File: src/common/dcache_settings.svh
`ifndef DCACHE_SETTINGS_SVH
`define DCACHE_SETTINGS_SVH

// ------------------------------
// cache geometry
// ------------------------------

// associativity and number of sets
`define DCACHE_WAYS 2
`define DCACHE_SETS 16

// line and word size in bits
`define DCACHE_LINE_BITS 128
`define DCACHE_WORD_BITS 64

// core byte address width
`define DCACHE_ADDR_BITS 32

// ------------------------------
// derived widths
// ------------------------------
`define DCACHE_INDEX_BITS ($clog2(`DCACHE_SETS))
`define DCACHE_OFFSET_BITS ($clog2(`DCACHE_LINE_BITS / 8))
`define DCACHE_TAG_BITS (`DCACHE_ADDR_BITS - `DCACHE_INDEX_BITS - `DCACHE_OFFSET_BITS)
`define DCACHE_WORDS (`DCACHE_LINE_BITS / `DCACHE_WORD_BITS)
`define DCACHE_WOFF_BITS ($clog2(`DCACHE_WORDS))
`define DCACHE_BE_BITS (`DCACHE_WORD_BITS / 8)
`define DCACHE_ID_BITS 4

`endif

File: src/common/dcache_pkg.sv
`include "dcache_settings.svh"

package dcache_pkg;

  // ------------------------------
  // core side
  // ------------------------------

  // request as issued by the core
  typedef struct packed {
    logic [`DCACHE_ADDR_BITS-1:0] addr;
    logic                         we;
    logic [`DCACHE_BE_BITS-1:0]   be;
    logic [`DCACHE_WORD_BITS-1:0] wdata;
    logic [`DCACHE_ID_BITS-1:0]   id;
  } core_req_t;

  // response, rdata is zero for stores
  typedef struct packed {
    logic [`DCACHE_WORD_BITS-1:0] rdata;
    logic [`DCACHE_ID_BITS-1:0]   id;
  } core_rsp_t;

  // request after the address split
  typedef struct packed {
    logic [`DCACHE_TAG_BITS-1:0]   tag;
    logic [`DCACHE_INDEX_BITS-1:0] index;
    logic [`DCACHE_WOFF_BITS-1:0]  offset;
    logic                          we;
    logic [`DCACHE_BE_BITS-1:0]    be;
    logic [`DCACHE_WORD_BITS-1:0]  wdata;
    logic [`DCACHE_ID_BITS-1:0]    id;
  } dec_req_t;

  // ------------------------------
  // memory side
  // ------------------------------

  // line aligned address, loads always fetch the whole line
  typedef struct packed {
    logic [`DCACHE_ADDR_BITS-1:0] addr;
    logic                         we;
    logic [`DCACHE_BE_BITS-1:0]   be;
    logic [`DCACHE_WORD_BITS-1:0] wdata;
    logic [`DCACHE_WOFF_BITS-1:0] offset;
  } miss_req_t;

  typedef struct packed {
    logic [`DCACHE_LINE_BITS-1:0] data;
  } refill_t;

  // ------------------------------
  // array payloads
  // ------------------------------
  typedef struct packed {
    logic                        valid;
    logic [`DCACHE_TAG_BITS-1:0] tag;
  } tag_entry_t;

  typedef logic [`DCACHE_LINE_BITS-1:0] line_t;

  // where the response word comes from
  typedef enum logic [1:0] {
    SEL_HIT,
    SEL_REFILL,
    SEL_STORE
  } sel_src_e;

endpackage

File: src/source/req_decode.sv
`timescale 1ns/1ps
`include "dcache_settings.svh"

module req_decode (
  input  logic                  clk_i,
  input  logic                  rst_ni,
  // core request
  input  logic                  req_valid_i,
  input  dcache_pkg::core_req_t req_i,
  output logic                  req_ready_o,
  // decoded request towards the lookup
  output logic                  dec_valid_o,
  output dcache_pkg::dec_req_t  dec_req_o,
  input  logic                  dec_ready_i
);

  import dcache_pkg::*;

  logic     full_q;
  dec_req_t entry_q;
  dec_req_t entry_d;

  // accept when empty or when the held entry leaves this cycle
  assign req_ready_o = !full_q || dec_ready_i;

  // split the byte address into tag, set index and word offset
  always_comb begin
    entry_d.tag    = req_i.addr[`DCACHE_ADDR_BITS-1 -: `DCACHE_TAG_BITS];
    entry_d.index  = req_i.addr[`DCACHE_OFFSET_BITS +: `DCACHE_INDEX_BITS];
    entry_d.offset = req_i.addr[`DCACHE_OFFSET_BITS-1 -: `DCACHE_WOFF_BITS];
    entry_d.we     = req_i.we;
    entry_d.be     = req_i.be;
    entry_d.wdata  = req_i.wdata;
    entry_d.id     = req_i.id;
  end

  // occupancy flag
  always_ff @(posedge clk_i or negedge rst_ni) begin
    if (!rst_ni) begin
      full_q <= 1'b0;
    end else if (req_valid_i && req_ready_o) begin
      full_q <= 1'b1;
    end else if (dec_ready_i) begin
      full_q <= 1'b0;
    end
  end

  // held request
  always_ff @(posedge clk_i) begin
    if (req_valid_i && req_ready_o) begin
      entry_q <= entry_d;
    end
  end

  assign dec_valid_o = full_q;
  assign dec_req_o   = entry_q;

  // a stalled entry must not change until the lookup takes it
  a_dec_stable: assert property (@(posedge clk_i) disable iff (!rst_ni)
    dec_valid_o && !dec_ready_i |=> dec_valid_o && $stable(dec_req_o));

endmodule

File: config.mk
export PLATFORM = sky130hd
export DESIGN_NAME = req_decode
export DESIGN_NICKNAME = d
export VERILOG_FILES = /design/src/common/dcache_pkg.sv /design/src/source/req_decode.sv
export VERILOG_INCLUDE_DIRS = /design/src /design/src/common
export SDC_FILE = /design/constraint.sdc
export NUM_CORES = 1
export LEC_CHECK = 0
export ABC_AREA = 1
export BUFFER_PORTS_ARGS = -buffer_cell sky130_fd_sc_hd__buf_4
export CAP_MARGIN = 5
export CORE_MARGIN = 1.5
export CORE_UTILIZATION = 44
export CTS_CLUSTER_SIZE = 12
export DETAILED_ROUTE_END_ITERATION = 10
export PLACE_DENSITY = 0.84
export RECOVER_POWER = 100
export SLEW_MARGIN = 30
export SYNTH_ARGS = -nofsm -noshare
export SYNTH_HDL_FRONTEND = slang
export SYNTH_SLANG_ARGS = --single-unit
File: constraint.sdc
create_clock -name clk_i -period 19.7 [get_ports clk_i]
set_clock_uncertainty 0.2 [all_clocks]
set_input_delay 4.925 -clock clk_i [delete_from_list [all_inputs] [get_ports clk_i]]
set_output_delay 4.925 -clock clk_i [all_outputs]
set_load 0.01 [all_outputs]
Word-level counts from Yosys, hierarchy flattened

Index checks and enable logic that the tools add are counted.

Flip-flop bits (word level): 107
Input port bits: 113
Word-level logic and storage cells: 14

Muxes and demuxes: 2
Reduce and logical (&&, ||, !) cells: 4

Operators by type and width:

| kind              | number |
|---|---|
| $mux 1            | 2 |
| $reduce_bool 2->1 | 1 |
| $logic_and 1x1->1 | 1 |
| $logic_not 1->1   | 1 |
| $logic_or 1x1->1  | 1 |

Depth between registers and ports, before layout

Depth in word-level cells: 4
Depth in mapped cells: 3
Depth with buffers taken out: 3

Worst setup path after synthesis

Ideal clock, no wire load.

Path kind: input -> register
From: input port req_valid_i
To: register entry_q (netlist bit dec_req_o[0]), enable pin
Setup time: 0.606 ns
Arrival: 10.079 ns
Slack: 8.815 ns
Stages on the path: 2
Buffers on the path: 0
Path through: inv_1 a21oi_1

Word-level cells in the longest chain between the ends: 1

RTL lines:

| element              | RTL line         | source |
|---|---|---|
| from (decl)          | req_decode.sv:8  | `input logic req_valid_i,` |
| $logic_and 1x1->1    | req_decode.sv:50 | `if (req_valid_i && req_ready_o) begin` |
| to (signal assigned) | req_decode.sv:51 | `entry_q <= entry_d;` |
| to (decl)            | req_decode.sv:20 | `dec_req_t entry_q;` |

Every way passes these cells.
A chain may end at the register's enable or synchronous reset.

Worst setup path in the final report

From: input port dec_ready_i
To: output port req_ready_o

Word-level cells in the longest chain between the ends: 1

RTL lines:

| element          | RTL line         | source |
|---|---|---|
| from (decl)      | req_decode.sv:14 | `input logic dec_ready_i` |
| $logic_or 1x1->1 | req_decode.sv:24 | `assign req_ready_o = !full_q \|\| dec_ready_i;` |
| to (decl)        | req_decode.sv:10 | `output logic req_ready_o,` |

Every way passes these cells.

==> impl_metrics.py <==
metrics = {
    "floorplanning": {
        "die_h_um": 88.7,
        "io_pins": 221,
        "coreArea_um2": 7180,
        "rows": 31,
        "die_w_um": 88.7,
        "initial_core_util": 0.450,
        "dieArea_um2": 7860,
    },
    "min_path": {
        "min_path_type": "flip-flop to flip-flop",
        "min_path_cells": 2,
    },
    "status": {
        "status": "finished with violations",
        "violations": "capacitance limit, slew limit",
    },
    "synthesis": {
        "syn_area_um2": 3230,
        "synth_nets": 225,
        "synth_cells": 112,
        "synth_top_area_share": 0.986,
        "synth_warnings": 0,
        "synth_cell_types": 5,
        "ys_ff_latch": 107,
        "synthTopCellsByArea": "edfxtp_1 (99%), dfrtp_1 (0.78%), inv_1 (0.23%)",
        "synth_top_area_cell": "edfxtp_1",
        "syn-mean-instance-area_um2": 28.8,
        "yosysSeqAreaShare": 0.994,
    },
    "detailed_routing": {
        "avgRoutedWirePerCell_um": 17.3,
        "drc": 0,
        "drtAntennaViolNets": 0,
        "num_vias": 1986,
        "avgViaCountPerCell": 4.45,
        "drt-pass1-iter-count": 4,
        "drt_iter0_drc": 175,
        "totalWireLength_um": 7720,
    },
    "setup_path": {
        "critical_path_arrival_ns": 5.28,
        "path_cells": "clkbuf_4, inv_1, nand2_1, clkbuf_1",
        "worstPathMaxFanout": 2,
        "cp-start-kind": "input port",
        "end_kind": "output port",
        "rr_worst_depth": 2,
        "crit_required_ns": 14.57,
        "cpPeakStageDelay_ns": 0.16,
        "path_class": "input port to output port",
        "cp_slowest_cell": "clkbuf_1",
    },
    "global_route": {
        "use_met1": 0.197,
        "grt_overflow": 0,
        "grt_pass1_vias": 1963,
        "use_met3": 0.0588,
        "antenna_found_initial": 0,
        "grt_start_max_net_pins": 56,
        "track_usage": 0.193,
        "busiest_layer": "met2",
        "grt_pass1_wl_um": 10500,
        "grt_use_met2": 0.361,
    },
    "power_and_ir_drop": {
        "cellLeakagePower_nw": 1.76,
        "power.density_nw_per_um2": 89.5,
        "vdd_drop_max_v": 0.0000516,
    },
    "layout": {
        "final_nets": 455,
        "syn2layout_area_growth_pct": 47.6,
        "final_util": 0.664,
        "n_antenna_cell": 0,
        "fin_area_um2": 4770,
        "drive_above_1_share": 0.357,
    },
    "sta": {
        "hold_viol": 0,
        "fmax_mhz": 96.1,
        "finalCriticalPeriod_ns": 10.41,
        "finalCritPeriodShare": 0.528,
        "tns_ns": 0,
        "setup-violations-final": 0,
        "rsz0062_at_grt": "false",
        "relSlewSlack": -0.884,
        "worst_slew_pin_slew_ns": 2.83,
        "slew_viol_final": 108,
    },
    "cts": {
        "cts_buffers": 9,
        "h-tree-depth": 3,
        "cts_setup_buffers": 0,
        "insertion_delay_ns": 0.34,
        "clk_path_buf_depth": 2,
        "path_clk_slew_ns": 0.09,
        "cts.sinks": 107,
        "hold_buffers": 0,
        "post_cts_resized": 0,
        "clockRootBuffer": "clkbuf_8",
        "cts_tree": "built",
    },
    "job": {
        "cap_violations": 2,
    },
    "place": {
        "dpl_cell_area_um2": 5010,
        "port_buffers": 217,
        "place_congestion": 0.697,
    },
}
==> cell usage after synthesis (all sizes together) <==
cell type,number
a21oi,1
dfrtp,1
edfxtp,106
inv,2
nand2,2
==> layout by cell type, fill, tap and decap left out <==
cell type  count
dfrtp_1        1
buf_4          1
clkinv_4       3
clkbuf_8       9
a21oi_1        1
edfxtp_1     106
nand2_1        2
clkbuf_1     110
inv_6          2
inv_8          1
clkinv_1       1
inv_1          2
clkbuf_4     108
==> through the flow <==
step	power [W]	setup slack [ns]	std cells	hold WS [ns]
floorplan	0.000287	8.81	112	0.409
global placement	0.000319	9.23	430	0.369
detailed placement	0.000322	9.22	430	0.381
CTS	0.000442	9.22	446	0.405
global route	0.000444	9.27	446	0.361
finish	0.000427	9.29	446	0.334
==> kinds of logic (layout without fill, tap and decap cells) <==
family,Yosys count,in the layout,synth area share
and+or+nand+nor,2,2,0.00233
AOI/OAI and AO/OA,1,1,0.00155
DFF,107,107,0.994
buffers and inverters,2,237,0.00233
==> final timing paths <==
path,start,endpoint,slack [ns]
hold reg to reg,dec_valid_o,dec_valid_o,0.33
hold / removal,dec_valid_o,dec_valid_o,0.33
setup reg to reg,dec_valid_o,dec_req_o[49],16.44
min in group asynchronous,rst_ni,dec_valid_o,4.16
setup / recovery,dec_ready_i,req_ready_o,9.29
max in group asynchronous,rst_ni,dec_valid_o,15.06
==> final cells by class <==
type / instances / area [um2]
Multi-Input combinational cell: 3 / 12.5
Sequential cell: 107 / 3210
Inverter: 2 / 7.51
Clock buffer: 9 / 124
Tap cell: 99 / 124
Fill cell: 577 / 2410
Clock inverter: 7 / 58.8
Timing Repair Buffer: 219 / 1230
==> critical path: cells and delay by family <==
| kind | cells | cell delay [ns] |
|---|---|---|
| buf+inv | 3 | 0.30 |
| simple gates | 1 | 0.07 |
==> report_power, final <==
part / leakage (nW) / internal [W] / total, W / switching (W)
sequential: 1.02 / 0.000266 / 0.000269 / 0.00000328
combinational: 0.649 / 0.0000169 / 0.0000365 / 0.0000196
clock: 0.0937 / 0.0000480 / 0.000121 / 0.0000727
total: 1.76 / 0.000331 / 0.000427 / 0.0000957
==> state kept, by name (all words and copies together) (netlist names) <==
| signal | cells |
|---|---|
| dec_req_o | 106 |
| dec_valid_o | 1 |
==> layer usage <==
layer | share of wire | wire, um
met2 | 0.56 | 4340
met1 | 0.32 | 2480
met4 | 0.025 | 192
met5 | 0 | 0
met3 | 0.093 | 715
Note: power is estimated with default switching activity, not from simulation.
