===== src/common/dcache_settings.svh =====
`ifndef DCACHE_SETTINGS_SVH
`define DCACHE_SETTINGS_SVH

// ------------------------------
// cache geometry
// ------------------------------

// associativity and number of sets
`define DCACHE_WAYS 2
`define DCACHE_SETS 16

// line and word size in bits
`define DCACHE_LINE_BITS 128
`define DCACHE_WORD_BITS 64

// core byte address width
`define DCACHE_ADDR_BITS 32

// ------------------------------
// derived widths
// ------------------------------
`define DCACHE_INDEX_BITS ($clog2(`DCACHE_SETS))
`define DCACHE_OFFSET_BITS ($clog2(`DCACHE_LINE_BITS / 8))
`define DCACHE_TAG_BITS (`DCACHE_ADDR_BITS - `DCACHE_INDEX_BITS - `DCACHE_OFFSET_BITS)
`define DCACHE_WORDS (`DCACHE_LINE_BITS / `DCACHE_WORD_BITS)
`define DCACHE_WOFF_BITS ($clog2(`DCACHE_WORDS))
`define DCACHE_BE_BITS (`DCACHE_WORD_BITS / 8)
`define DCACHE_ID_BITS 4

`endif


===== src/common/dcache_pkg.sv =====
`include "dcache_settings.svh"

package dcache_pkg;

  // ------------------------------
  // core side
  // ------------------------------

  // request as issued by the core
  typedef struct packed {
    logic [`DCACHE_ADDR_BITS-1:0] addr;
    logic                         we;
    logic [`DCACHE_BE_BITS-1:0]   be;
    logic [`DCACHE_WORD_BITS-1:0] wdata;
    logic [`DCACHE_ID_BITS-1:0]   id;
  } core_req_t;

  // response, rdata is zero for stores
  typedef struct packed {
    logic [`DCACHE_WORD_BITS-1:0] rdata;
    logic [`DCACHE_ID_BITS-1:0]   id;
  } core_rsp_t;

  // request after the address split
  typedef struct packed {
    logic [`DCACHE_TAG_BITS-1:0]   tag;
    logic [`DCACHE_INDEX_BITS-1:0] index;
    logic [`DCACHE_WOFF_BITS-1:0]  offset;
    logic                          we;
    logic [`DCACHE_BE_BITS-1:0]    be;
    logic [`DCACHE_WORD_BITS-1:0]  wdata;
    logic [`DCACHE_ID_BITS-1:0]    id;
  } dec_req_t;

  // ------------------------------
  // memory side
  // ------------------------------

  // line aligned address, loads always fetch the whole line
  typedef struct packed {
    logic [`DCACHE_ADDR_BITS-1:0] addr;
    logic                         we;
    logic [`DCACHE_BE_BITS-1:0]   be;
    logic [`DCACHE_WORD_BITS-1:0] wdata;
    logic [`DCACHE_WOFF_BITS-1:0] offset;
  } miss_req_t;

  typedef struct packed {
    logic [`DCACHE_LINE_BITS-1:0] data;
  } refill_t;

  // ------------------------------
  // array payloads
  // ------------------------------
  typedef struct packed {
    logic                        valid;
    logic [`DCACHE_TAG_BITS-1:0] tag;
  } tag_entry_t;

  typedef logic [`DCACHE_LINE_BITS-1:0] line_t;

  // where the response word comes from
  typedef enum logic [1:0] {
    SEL_HIT,
    SEL_REFILL,
    SEL_STORE
  } sel_src_e;

endpackage


===== src/source/resp_select.sv =====
`timescale 1ns/1ps
`include "dcache_settings.svh"

module resp_select (
  input  logic                         clk_i,
  input  logic                         rst_ni,
  input  logic                         sel_valid_i,
  input  dcache_pkg::sel_src_e         sel_src_i,
  input  dcache_pkg::line_t            sel_line_i,
  input  logic [`DCACHE_WOFF_BITS-1:0] sel_offset_i,
  input  logic [`DCACHE_ID_BITS-1:0]   sel_id_i,
  output logic                         rsp_valid_o,
  output dcache_pkg::core_rsp_t        rsp_o
);

  import dcache_pkg::*;

  // line viewed as an array of words
  logic [`DCACHE_WORDS-1:0][`DCACHE_WORD_BITS-1:0] words;
  core_rsp_t                                       rsp_d;

  assign words = sel_line_i;

  // stores answer with zero data, hit and refill pick the addressed word
  always_comb begin
    rsp_d.id    = sel_id_i;
    rsp_d.rdata = (sel_src_i == SEL_STORE) ? '0 : words[sel_offset_i];
  end

  // ------------------------------
  // response register
  // ------------------------------
  always_ff @(posedge clk_i or negedge rst_ni) begin
    if (!rst_ni) begin
      rsp_valid_o <= 1'b0;
    end else begin
      rsp_valid_o <= sel_valid_i;
    end
  end

  always_ff @(posedge clk_i) begin
    if (sel_valid_i) begin
      rsp_o <= rsp_d;
    end
  end

endmodule


===== config.mk =====
export PLATFORM = sky130hd
export DESIGN_NAME = resp_select
export DESIGN_NICKNAME = d
export VERILOG_FILES = /design/src/common/dcache_pkg.sv /design/src/source/resp_select.sv
export VERILOG_INCLUDE_DIRS = /design/src /design/src/common
export SDC_FILE = /design/constraint.sdc
export NUM_CORES = 1
export LEC_CHECK = 0
export BUFFER_PORTS_ARGS = -buffer_cell sky130_fd_sc_hd__buf_4
export CAP_MARGIN = 0
export CORE_ASPECT_RATIO = 0.9
export CORE_UTILIZATION = 35
export DETAILED_ROUTE_END_ITERATION = 16
export PLACE_DENSITY = 0.83
export SLEW_MARGIN = 20
export SYNTH_ARGS = -nofsm -noshare
export SYNTH_HDL_FRONTEND = slang
export SYNTH_SLANG_ARGS = --single-unit
export TNS_END_PERCENT = 100

===== constraint.sdc =====
create_clock -name clk_i -period 0.8 [get_ports clk_i]
set_input_delay 0.16 -clock clk_i [delete_from_list [all_inputs] [get_ports clk_i]]
set_output_delay 0.16 -clock clk_i [all_outputs]
set_load 0.05 [all_outputs]

==> After elaboration in Yosys (flattened, before gate mapping) <==
Cells that the tools add are included.
{ "totals": {"reg_bits": 69, "inputBits": 138, "output_inout_bits": 69, "wordCells": 7} }
{ "classes": {"magnitude_cmp": 1, "n_eq_ne": 1, "muxes": 2} }
{ "ops": {"columns": ["cell", "count"], "rows": [
  ["$mux W64", 2],
  ["$eq A2 B2 Y1 const B", 1],
  ["$lt A1 B2 Y1 const B", 1]
]} }

==> Logic depth before layout (Yosys ltp) <==
Gate-level depths: netlist of the first run.
{ "depth": {"depth_word": 2, "ltp_mapped": 4, "ltp_nobuf": 2} }

==> Worst setup path after synthesis of the first run <==
Ideal clock, no wire load.
{ "synth_path": {"path_kind": "in2reg", "start": "in sel_offset_i", "end": "reg rsp_o[10] (netlist name) (data pin)", "setup_time_ns": 0.257, "arrival_ns": 0.687, "required_time_ns": 0.543, "slack_ns": -0.143, "path_stages": 4, "n_path_buf": 2, "path_cell_list": "buf_6 > buf_8 > mux2i_1 > nor2_1"} }
{ "synth_via": {"elab_chain_cells": 2} }
{ "synth_lines": {"columns": ["item", "line_no", "text"], "rows": [
  ["start: declaration", "resp_select.sv:10", "input logic [`DCACHE_WOFF_BITS-1:0] sel_offset_i,"],
  ["$mux W64 (not written as such) (2 in a row)", "resp_select.sv:27", "rsp_d.rdata = (sel_src_i == SEL_STORE) ? '0 : words[sel_offset_i];"],
  ["end signal: assignment", "resp_select.sv:43", "rsp_o <= rsp_d;"],
  ["end: declaration", "resp_select.sv:13", "output dcache_pkg::core_rsp_t rsp_o"]
]} }
Every way passes these cells. The select of a mux whose other input is x is not followed.
A chain may end at the register's enable or synchronous reset.

==> Final worst setup path of the first run <==
{ "layout_path": {"start": "reg rsp_o[25] (netlist name)", "end": "out rsp_o[25] (netlist name)"} }
No word-level cell between the ends.

==> results of run 1 <==
report_power, final:
part | total (µW) | internal, µW | switching, µW | leakage [µW]
clock | 3060 | 1740 | 1320 | 0.000107
sequential | 4540 | 4380 | 156 | 0.000672
combinational | 3060 | 1310 | 1750 | 0.00170
how the worst min path moves through the flow:
stage | startpoint | end | slack, ns | cells after the start
2_1_floorplan | rst_ni | rsp_valid_o | -0.14 | 0
3_3_place_gp | rst_ni | rsp_valid_o | -0.06 | 1
3_5_place_dp | rst_ni | rsp_valid_o | -0.06 | 1
4_1_cts | sel_line_i[15] | rsp_o[19] | 0.11 | 3
5_1_grt | sel_line_i[59] | rsp_o[63] | 0.12 | 3
6_report | sel_line_i[17] | rsp_o[21] | 0.13 | 3
state kept, by name, summed over array words and instances (netlist names):
| signal | cells |
|---|---|
| rsp_o | 68 |
| rsp_valid_o | 1 |
cell type report:
type	instances	area, µm²	area share
clock buffers	9	123.9	0.02324
clock inverters	7	90.09	0.01690
multi-input cells	129	894.6	0.1678
flip-flops and latches	69	2067	0.3878
well taps	119	148.9	0.02793
repair buffers	221	2006	0.3763
metal layers:
| metal | wire length, µm | vias up |
|---|---|---|
| met3 | 730 | 11 |
| met5 | 0 | - |
| met4 | 130 | 0 |
| li1 | - | 1196 |
| met2 | 4281 | 133 |
| met1 | 3099 | 1119 |
tightest hold or removal path, delay by kind of cell:
kind	cells	cell delay [ns]
buffers and inverters	1	0.08
and+or+nand+nor	1	0.07
muxes	1	0.05
cells by family (layout without fill, tap and decap cells):
logic type	Yosys count	in the layout	share of synthesized area
mux	64	64	0.2073
flops	69	69	0.6688
buf+inv	14	237	0.04413
simple gates	65	65	0.07976
metrics by stage:
step	hold WS, ns	std cells	total power, µW
6_report	0.1319	554	10660
5_1_grt	0.1203	554	11060
4_1_cts	0.1136	554	10780
3_5_place_dp	-0.06145	533	7406
3_3_place_gp	-0.06280	533	7347
2_1_floorplan	-0.1356	212	6207
repair_timing:
action | in CTS | in global routing
resized for setup | 69 | 0
setup buffers | 0 | 0
hold endpoints to repair | 5 | 0
hold buffers | 5 | 0
setup endpoints to repair | 69 | 69
layout by cell type, fill, tap and decap left out, types with 2 or more instances in the layout:
master / n
mux2i_1: 64
clkbuf_8: 9
clkinv_2: 2
edfxtp_1: 68
buf_4: 141
buf_12: 6
bufinv_16: 2
dlygate4sd3_1: 5
nor2_1: 64
buf_6: 69
==> impl_metrics.ini, run 1 <==
[floorplanning]
die_w_um = 101.1
core-area_mm2 = 0.008568
initial_core_util = 0.3607
dieArea_mm2 = 0.009210
fp.dieH_um = 91.15
io_pins = 207
rows = 32

[global_routing]
met2_usage = 0.3277
met1_usage = 0.1936
antenna_found_initial = 0
grt_start_max_net_pins = 34
grt_pass1_vias = 2551
globalRoute.totalOverflow = 0
gr-usage-all-layers = 0.1814
grt_pass1_wl_mm = 12.44
grt-busiest-layer = met2
grt.met3_usage = 0.05620

[place]
portBuffers = 206
hpwlAfterDp_mm = 5.936
place_congestion = 0.7334
dpl_worst_slack_ns = -0.2977
placed_area_mm2 = 0.004807

[worst_hold_path]
hp-class = in2reg

[detailed_routing]
vias = 2459
first_iter_violations = 47
routed_wl_mm = 8.242
vias_per_cell = 4.439
dr.pass1.iters = 3
ant_nets = 0
drcViolationCount = 0
wl_per_cell_um = 14.88

[logic_synthesis]
syn-num-nets = 350
synth.distinct_cells = 8
yosysMostFrequentCell = edfxtp_1
yosys_register_bits = 69
synth_top_area_frac = 0.6607
yosysTopAreaCell = edfxtp_1
ys_seq_area_frac = 0.6688
synth-edff-count = 68
yosys-top-cells-count = 68 x edfxtp_1, 64 x mux2i_1, 64 x nor2_1, 7 x buf_2, 6 x buf_8
syn_area_mm2 = 0.003090
ys_warn_count = 0
async_flop_share = 0.01449
synth_area_per_cell_um2 = 14.58
synth_ff_type = edfxtp_1
yosys-top-cells-area = edfxtp_1 66%, mux2i_1 21%, nor2_1 7.8%
synthCells = 212

[setup_path]
worstPathMaxFanout = 1
arrival_ns = 0.94
timing.critical_path.from_type = register
crit_cells = 1
crit_type = reg2out
cp_slowest_cell = edfxtp_1
cp_top_family = flip-flops
cp_slowest_stage_delay_ns = 0.43
startpoint = rsp_o[25]
end_kind = primary output
critPathCapture = rsp_o[25]
path_cells = buf_6
path_buf_inv = 1
cp.required_ns = 0.64

[timing]
fin_ws_ns = -0.2953
drv_slew = 0
min_period_ns = 1.095
max_freq_ghz = 0.9130
rsz0062_at_grt = true
worst_pin_slew_ns = 0.2465
period_share = 1.369
hold_viol = 0
final-setup-viol-count = 69
max_slew_margin = 0.8357
fin_setup_tns_ns = -16.89

[finish]
stdcell_area_mm2 = 0.005330
antenna_cells = 0
layout-drive-gt1-share = 0.5333
area_delta_synth_final_pct = 72.47
final_util = 0.6221
fin_nets = 568
fill_cells = 662

[power]
p_leak_uw = 0.002474
peakVddDrop_mv = 1.159
p_per_area_mw_per_mm2 = 1999

[cts]
cts.sinks = 69
clock_path_buffers = 2
cts_tree = yes
cts_root_buf = clkbuf_8
clk_pin_slew_worst_paths_ns = 0.08
cts_buffers = 9
cts_max_level = 3

[run]
cap_violations = 0

[status]
status = complete, but fails checks
violations = negative setup slack
No activity file was read; power rests on OpenSTA's default activity.
==> inputs of run 2 (changes only) <==
CELL_PAD_IN_SITES_DETAIL_PLACEMENT = 1   (was default)
CELL_PAD_IN_SITES_GLOBAL_PLACEMENT = 1   (was default)
CORE_UTILIZATION = 28   (was 35)
GPL_TIMING_DRIVEN = 0   (was default)
PLACE_DENSITY = 0.87   (was 0.83)
==> run 2 against run 1 <==
Effect of this change:
- die area up 24%
- clock power up 25%
- the run still ends with negative setup slack left
- final area up 1.6%
- critical endpoint is now rsp_o[6]
- highest routed layer unchanged
- clock-buffer cell count up 1
- core utilization down 12 points
==> impl_metrics.ini, run 2 (synthesis gave the netlist of run 1 again) <==
[floorplanning]
dieArea_mm2 = 0.01146
initial_core_util = 0.2871
fp.dieH_um = 101.7
die_w_um = 112.7
core-area_mm2 = 0.01077
rows = 36
io_pins = 207

[setup_path]
crit_type = reg2out
path_cells = buf_6
cp_slowest_stage_delay_ns = 0.42
arrival_ns = 0.91
path_buf_inv = 1
end_kind = primary output
cp_slowest_cell = edfxtp_1
worstPathMaxFanout = 1
crit_cells = 1
timing.critical_path.from_type = register
cp_top_family = flip-flops
cp.required_ns = 0.64

[timing]
drv_slew = 0
final-setup-viol-count = 69
period_share = 1.339
hold_viol = 0
worst_pin_slew_ns = 0.6331
rsz0062_at_grt = true
fin_ws_ns = -0.2711
holdWs_ns = 0.02227
max_slew_margin = 0.5779
min_period_ns = 1.071
fin_setup_tns_ns = -15.58
max_freq_ghz = 0.9336

[power]
p_leak_uw = 0.002513
switching_share = 0.2932
internal_power_uw = 8106
switchingPower_uw = 3363
pwr-share-seq = 0.396
pwr-share-clk = 0.334
comb_power_share = 0.269
p_per_area_mw_per_mm2 = 2117
peakVddDrop_mv = 0.8899

[finish]
regArea_mm2 = 0.002067
antenna_cells = 0
final_cells = 569
layout-drive-gt1-share = 0.5390
stdcell_area_mm2 = 0.005416
fin_nets = 569
reg.largest.list = rsp_o x68, rsp_valid_o x1
final_common_cell = buf_4
multi_input_area_um2 = 894.6
layout_common_cells = 142 x buf_4, 72 x buf_6, 68 x edfxtp_1
fill_cells = 1122
largest_reg_flops = 68
area_delta_synth_final_pct = 75.26
top_register = rsp_o

[detailed_routing]
vias = 2542
first_iter_violations = 70
vias_per_cell = 4.467
ant_nets = 0
routed_wl_mm = 8.910
wl_per_cell_um = 15.66
dr.pass1.iters = 4
drcViolationCount = 0

[global_routing]
grt_pass1_vias = 2654
antenna_found_initial = 0
gr-usage-all-layers = 0.1546
grt_start_max_net_pins = 70
globalRoute.totalOverflow = 0
grt_pass1_wl_mm = 13.42

[cts]
cts_root_buf = clkbuf_16
cts_tree = yes
cts_max_level = 3
clock_path_buffers = 2
cts.sinks = 69
cts_buffers = 9
clk_pin_slew_worst_paths_ns = 0.05

[worst_hold_path]
hold-path-cell-count = 1
hp-class = in2reg
min_from = sel_id_i[3]
whs_endpoint = rsp_o[3]

[status]
violations = negative setup slack
status = complete, but fails checks

[place]
dpl_worst_slack_ns = -0.4647
placed_area_mm2 = 0.004820
place_inst = 550
place_congestion = 0.6944
hpwlAfterDp_mm = 6.647
portBuffers = 205

[run]
cap_violations = 0
[run 2: power by group through the flow]
stage | clock network, µW | registers (µW) | logic, µW
global placement | 0 | 4540 | 2830
CTS | 3940 | 4550 | 3110
floorplan | 0 | 5740 | 471
finish | 3830 | 4550 | 3090
global route | 4050 | 4580 | 3240
detailed placement | 0 | 4560 | 2890
[run 2: worst max path at each step]
stage	from	endpoint	slack, ns
global placement	sel_src_i[0]	rsp_o[60]	-0.46
finish	rsp_o[6]	rsp_o[6]	-0.27
global route	rsp_o[52]	rsp_o[52]	-0.30
floorplan	sel_offset_i	rsp_o[10]	-0.1
detailed placement	sel_src_i[0]	rsp_o[60]	-0.46
CTS	rsp_o[6]	rsp_o[6]	-0.29
[run 2: metrics by stage]
step                      power (µW)  utilization
after global routing           11880       0.5031
after floorplan                 6207            -
after global placement          7370       0.4477
after detailed placement        7443       0.4477
final                          11470       0.5031
after CTS                      11600       0.5023
[run 2: routing by layer]
layer | share of wire | routed length (µm) | global-route usage
met3 | 0.093 | 833 | 0.05087
met5 | 0 | 0 | 0
met2 | 0.51 | 4501 | 0.2745
met1 | 0.39 | 3435 | 0.1742
met4 | 0.016 | 140 | 0.05846
[run 2: layout make-up]
type	count	share of cell area
timing repair buffer	208	0.3380
sequential	69	0.3816
clock inverter	6	0.01155
clock buffer	10	0.04227
tap	133	0.03072
buffer	14	0.03072
multi-input combinational	129	0.1652
[run 2: repair_timing]
item	CTS	global route
endpoints found under the hold margin	1	0
gates resized for setup	74	2
setup endpoints to repair	197	79
hold buffers	1	0
buffers inserted	1	0
cloned	1	0
==> inputs of run 3 (changes only) <==
CORE_MARGIN = 3   (was default)
CTS_CLUSTER_SIZE = 25   (was default)
==> run 3 against run 2 <==
Effect of this change:
- global-route usage shrank 0.44 points
- sequential share of layout area shrank 0.63 points
- first-iteration DRC count grew 40%
- the flow still finishes with violations (negative setup slack)
- clock-buffer cell count is the same
- clock power grew 17%
==> impl_metrics.ini, run 3 (synthesis gave the netlist of run 1 again) <==
[status]
status = complete, but fails checks
violations = negative setup slack

[power]
p_leak_uw = 0.002559
pwr-share-seq = 0.374
switching_share = 0.2810
p_per_area_mw_per_mm2 = 2212
comb_power_share = 0.257
internal_power_uw = 8758
pwr-share-clk = 0.369
peakVddDrop_mv = 1.265
switchingPower_uw = 3423

[finish]
final_util = 0.5240
layout_common_cells = 142 x buf_4, 72 x buf_6, 68 x edfxtp_1
stdcell_area_mm2 = 0.005508
layout-drive-gt1-share = 0.5397
reg.largest.list = rsp_o x68, rsp_valid_o x1
antenna_cells = 0
area_delta_synth_final_pct = 78.22
largest_reg_flops = 68
top_register = rsp_o
fin_nets = 574
final_common_cell = buf_4

[worst_hold_path]
hp-class = in2async

[setup_path]
arrival_ns = 0.93
cp_slowest_stage_delay_ns = 0.42
cp_slowest_cell = edfxtp_1
cp_top_family = flip-flops
crit_type = reg2out
end_kind = primary output
path_cells = buf_6
path_buf_inv = 1
worstPathMaxFanout = 1
cp.required_ns = 0.64
timing.critical_path.from_type = register

[timing]
max_slew_margin = 0.5796
hold_viol = 0
period_share = 1.366
fin_ws_ns = -0.2930
drv_slew = 0
rsz0062_at_grt = true
worst_pin_slew_ns = 0.6305
min_period_ns = 1.093
max_freq_ghz = 0.9149
final-setup-viol-count = 69

[place]
placed_area_mm2 = 0.004815
place_congestion = 0.7381
hpwlAfterDp_mm = 7.129
portBuffers = 205

[floorplanning]
dieArea_mm2 = 0.01234
core-area_mm2 = 0.01051
io_pins = 207
initial_core_util = 0.2940
die_w_um = 116.7
rows = 35
fp.dieH_um = 105.7

[detailed_routing]
dr.pass1.iters = 4
ant_nets = 0
vias_per_cell = 4.546
routed_wl_mm = 9.882
first_iter_violations = 98
wl_per_cell_um = 17.34
vias = 2591
drcViolationCount = 0

[cts]
cts_max_level = 3
cts_tree = yes
clock_path_buffers = 2
cts_root_buf = clkbuf_16
cts_buffers = 9
clk_pin_slew_worst_paths_ns = 0.06
cts.sinks = 69

[global_routing]
grt_pass1_wl_mm = 13.92
grt_pass1_vias = 2693
grt_start_max_net_pins = 70
gr-usage-all-layers = 0.1503
globalRoute.totalOverflow = 0
antenna_found_initial = 0

[run]
cap_violations = 0
[run 3: cell count changes in the layout (fill, tap and decap cells not counted), sizes merged]
| cell | change |
|---|---|
| bufinv | +2 |
| clkbuf | +1 |
| clkinv | -1 |
| dlygate4sd3 | +4 |
| inv | -1 |
[run 3: how the worst max path moves through the flow]
| stage | start | to | slack [ns] | cells past startpoint |
|---|---|---|---|---|
| 2_1_floorplan | sel_offset_i | rsp_o[10] | -0.1 | 4 |
| 3_3_place_gp | sel_src_i[0] | rsp_o[37] | -0.45 | 5 |
| 3_5_place_dp | sel_valid_i | rsp_o[47] | -0.47 | 1 |
| 4_1_cts | rsp_o[3] | rsp_o[3] | -0.29 | 1 |
| 5_1_grt | rsp_o[0] | rsp_o[0] | -0.31 | 1 |
| 6_report | rsp_o[0] | rsp_o[0] | -0.29 | 1 |
[run 3: metal layers]
| layer | track usage | wire (µm) |
|---|---|---|
| met4 | 0.04668 | 118 |
| met3 | 0.07003 | 1200 |
| met2 | 0.2620 | 4912 |
| met1 | 0.1593 | 3651 |
| met5 | 0 | 0 |
[run 3: final cells by class]
| cell class | count | area [µm²] |
|---|---|---|
| clock inverter | 6 | 111.4 |
| buffer | 14 | 170.2 |
| clock buffer | 10 | 229.0 |
| fill | 1079 | 5002 |
| multi-input combinational | 129 | 894.6 |
| timing repair buffer | 213 | 1874 |
| tap | 129 | 161.4 |
| sequential | 69 | 2067 |
[run 3: timing repair]
action | 4_1_cts | 5_1_grt
setup endpoints to repair | 197 | 129
hold endpoints to repair | 5 | 0
hold buffers | 5 | 0
cloned | 0 | 1
buffers inserted | 0 | 2
gates resized for setup | 71 | 5
[run 3: per-stage QoR]
stage	setup slack, ns	power, µW	instances	hold slack [ns]	setup TNS, ns
after floorplan	-0.09767	6207	212	-0.1356	-5.860
after global placement	-0.4478	7383	546	-0.06383	-55.52
after detailed placement	-0.4731	7454	546	-0.05984	-57.84
after CTS	-0.2938	12320	567	0.1325	-17.72
after global routing	-0.3071	12650	570	0.1300	-19.00
final	-0.2930	12180	570	0.1475	-16.41
[run 3: power groups by stage]
stage / sequential [µW] / clock (µW) / combinational (µW)
after floorplan: 5740 / 0 / 471
after global placement: 4530 / 0 / 2850
after detailed placement: 4560 / 0 / 2890
after CTS: 4550 / 4640 / 3120
after global routing: 4580 / 4780 / 3290
final: 4550 / 4500 / 3130
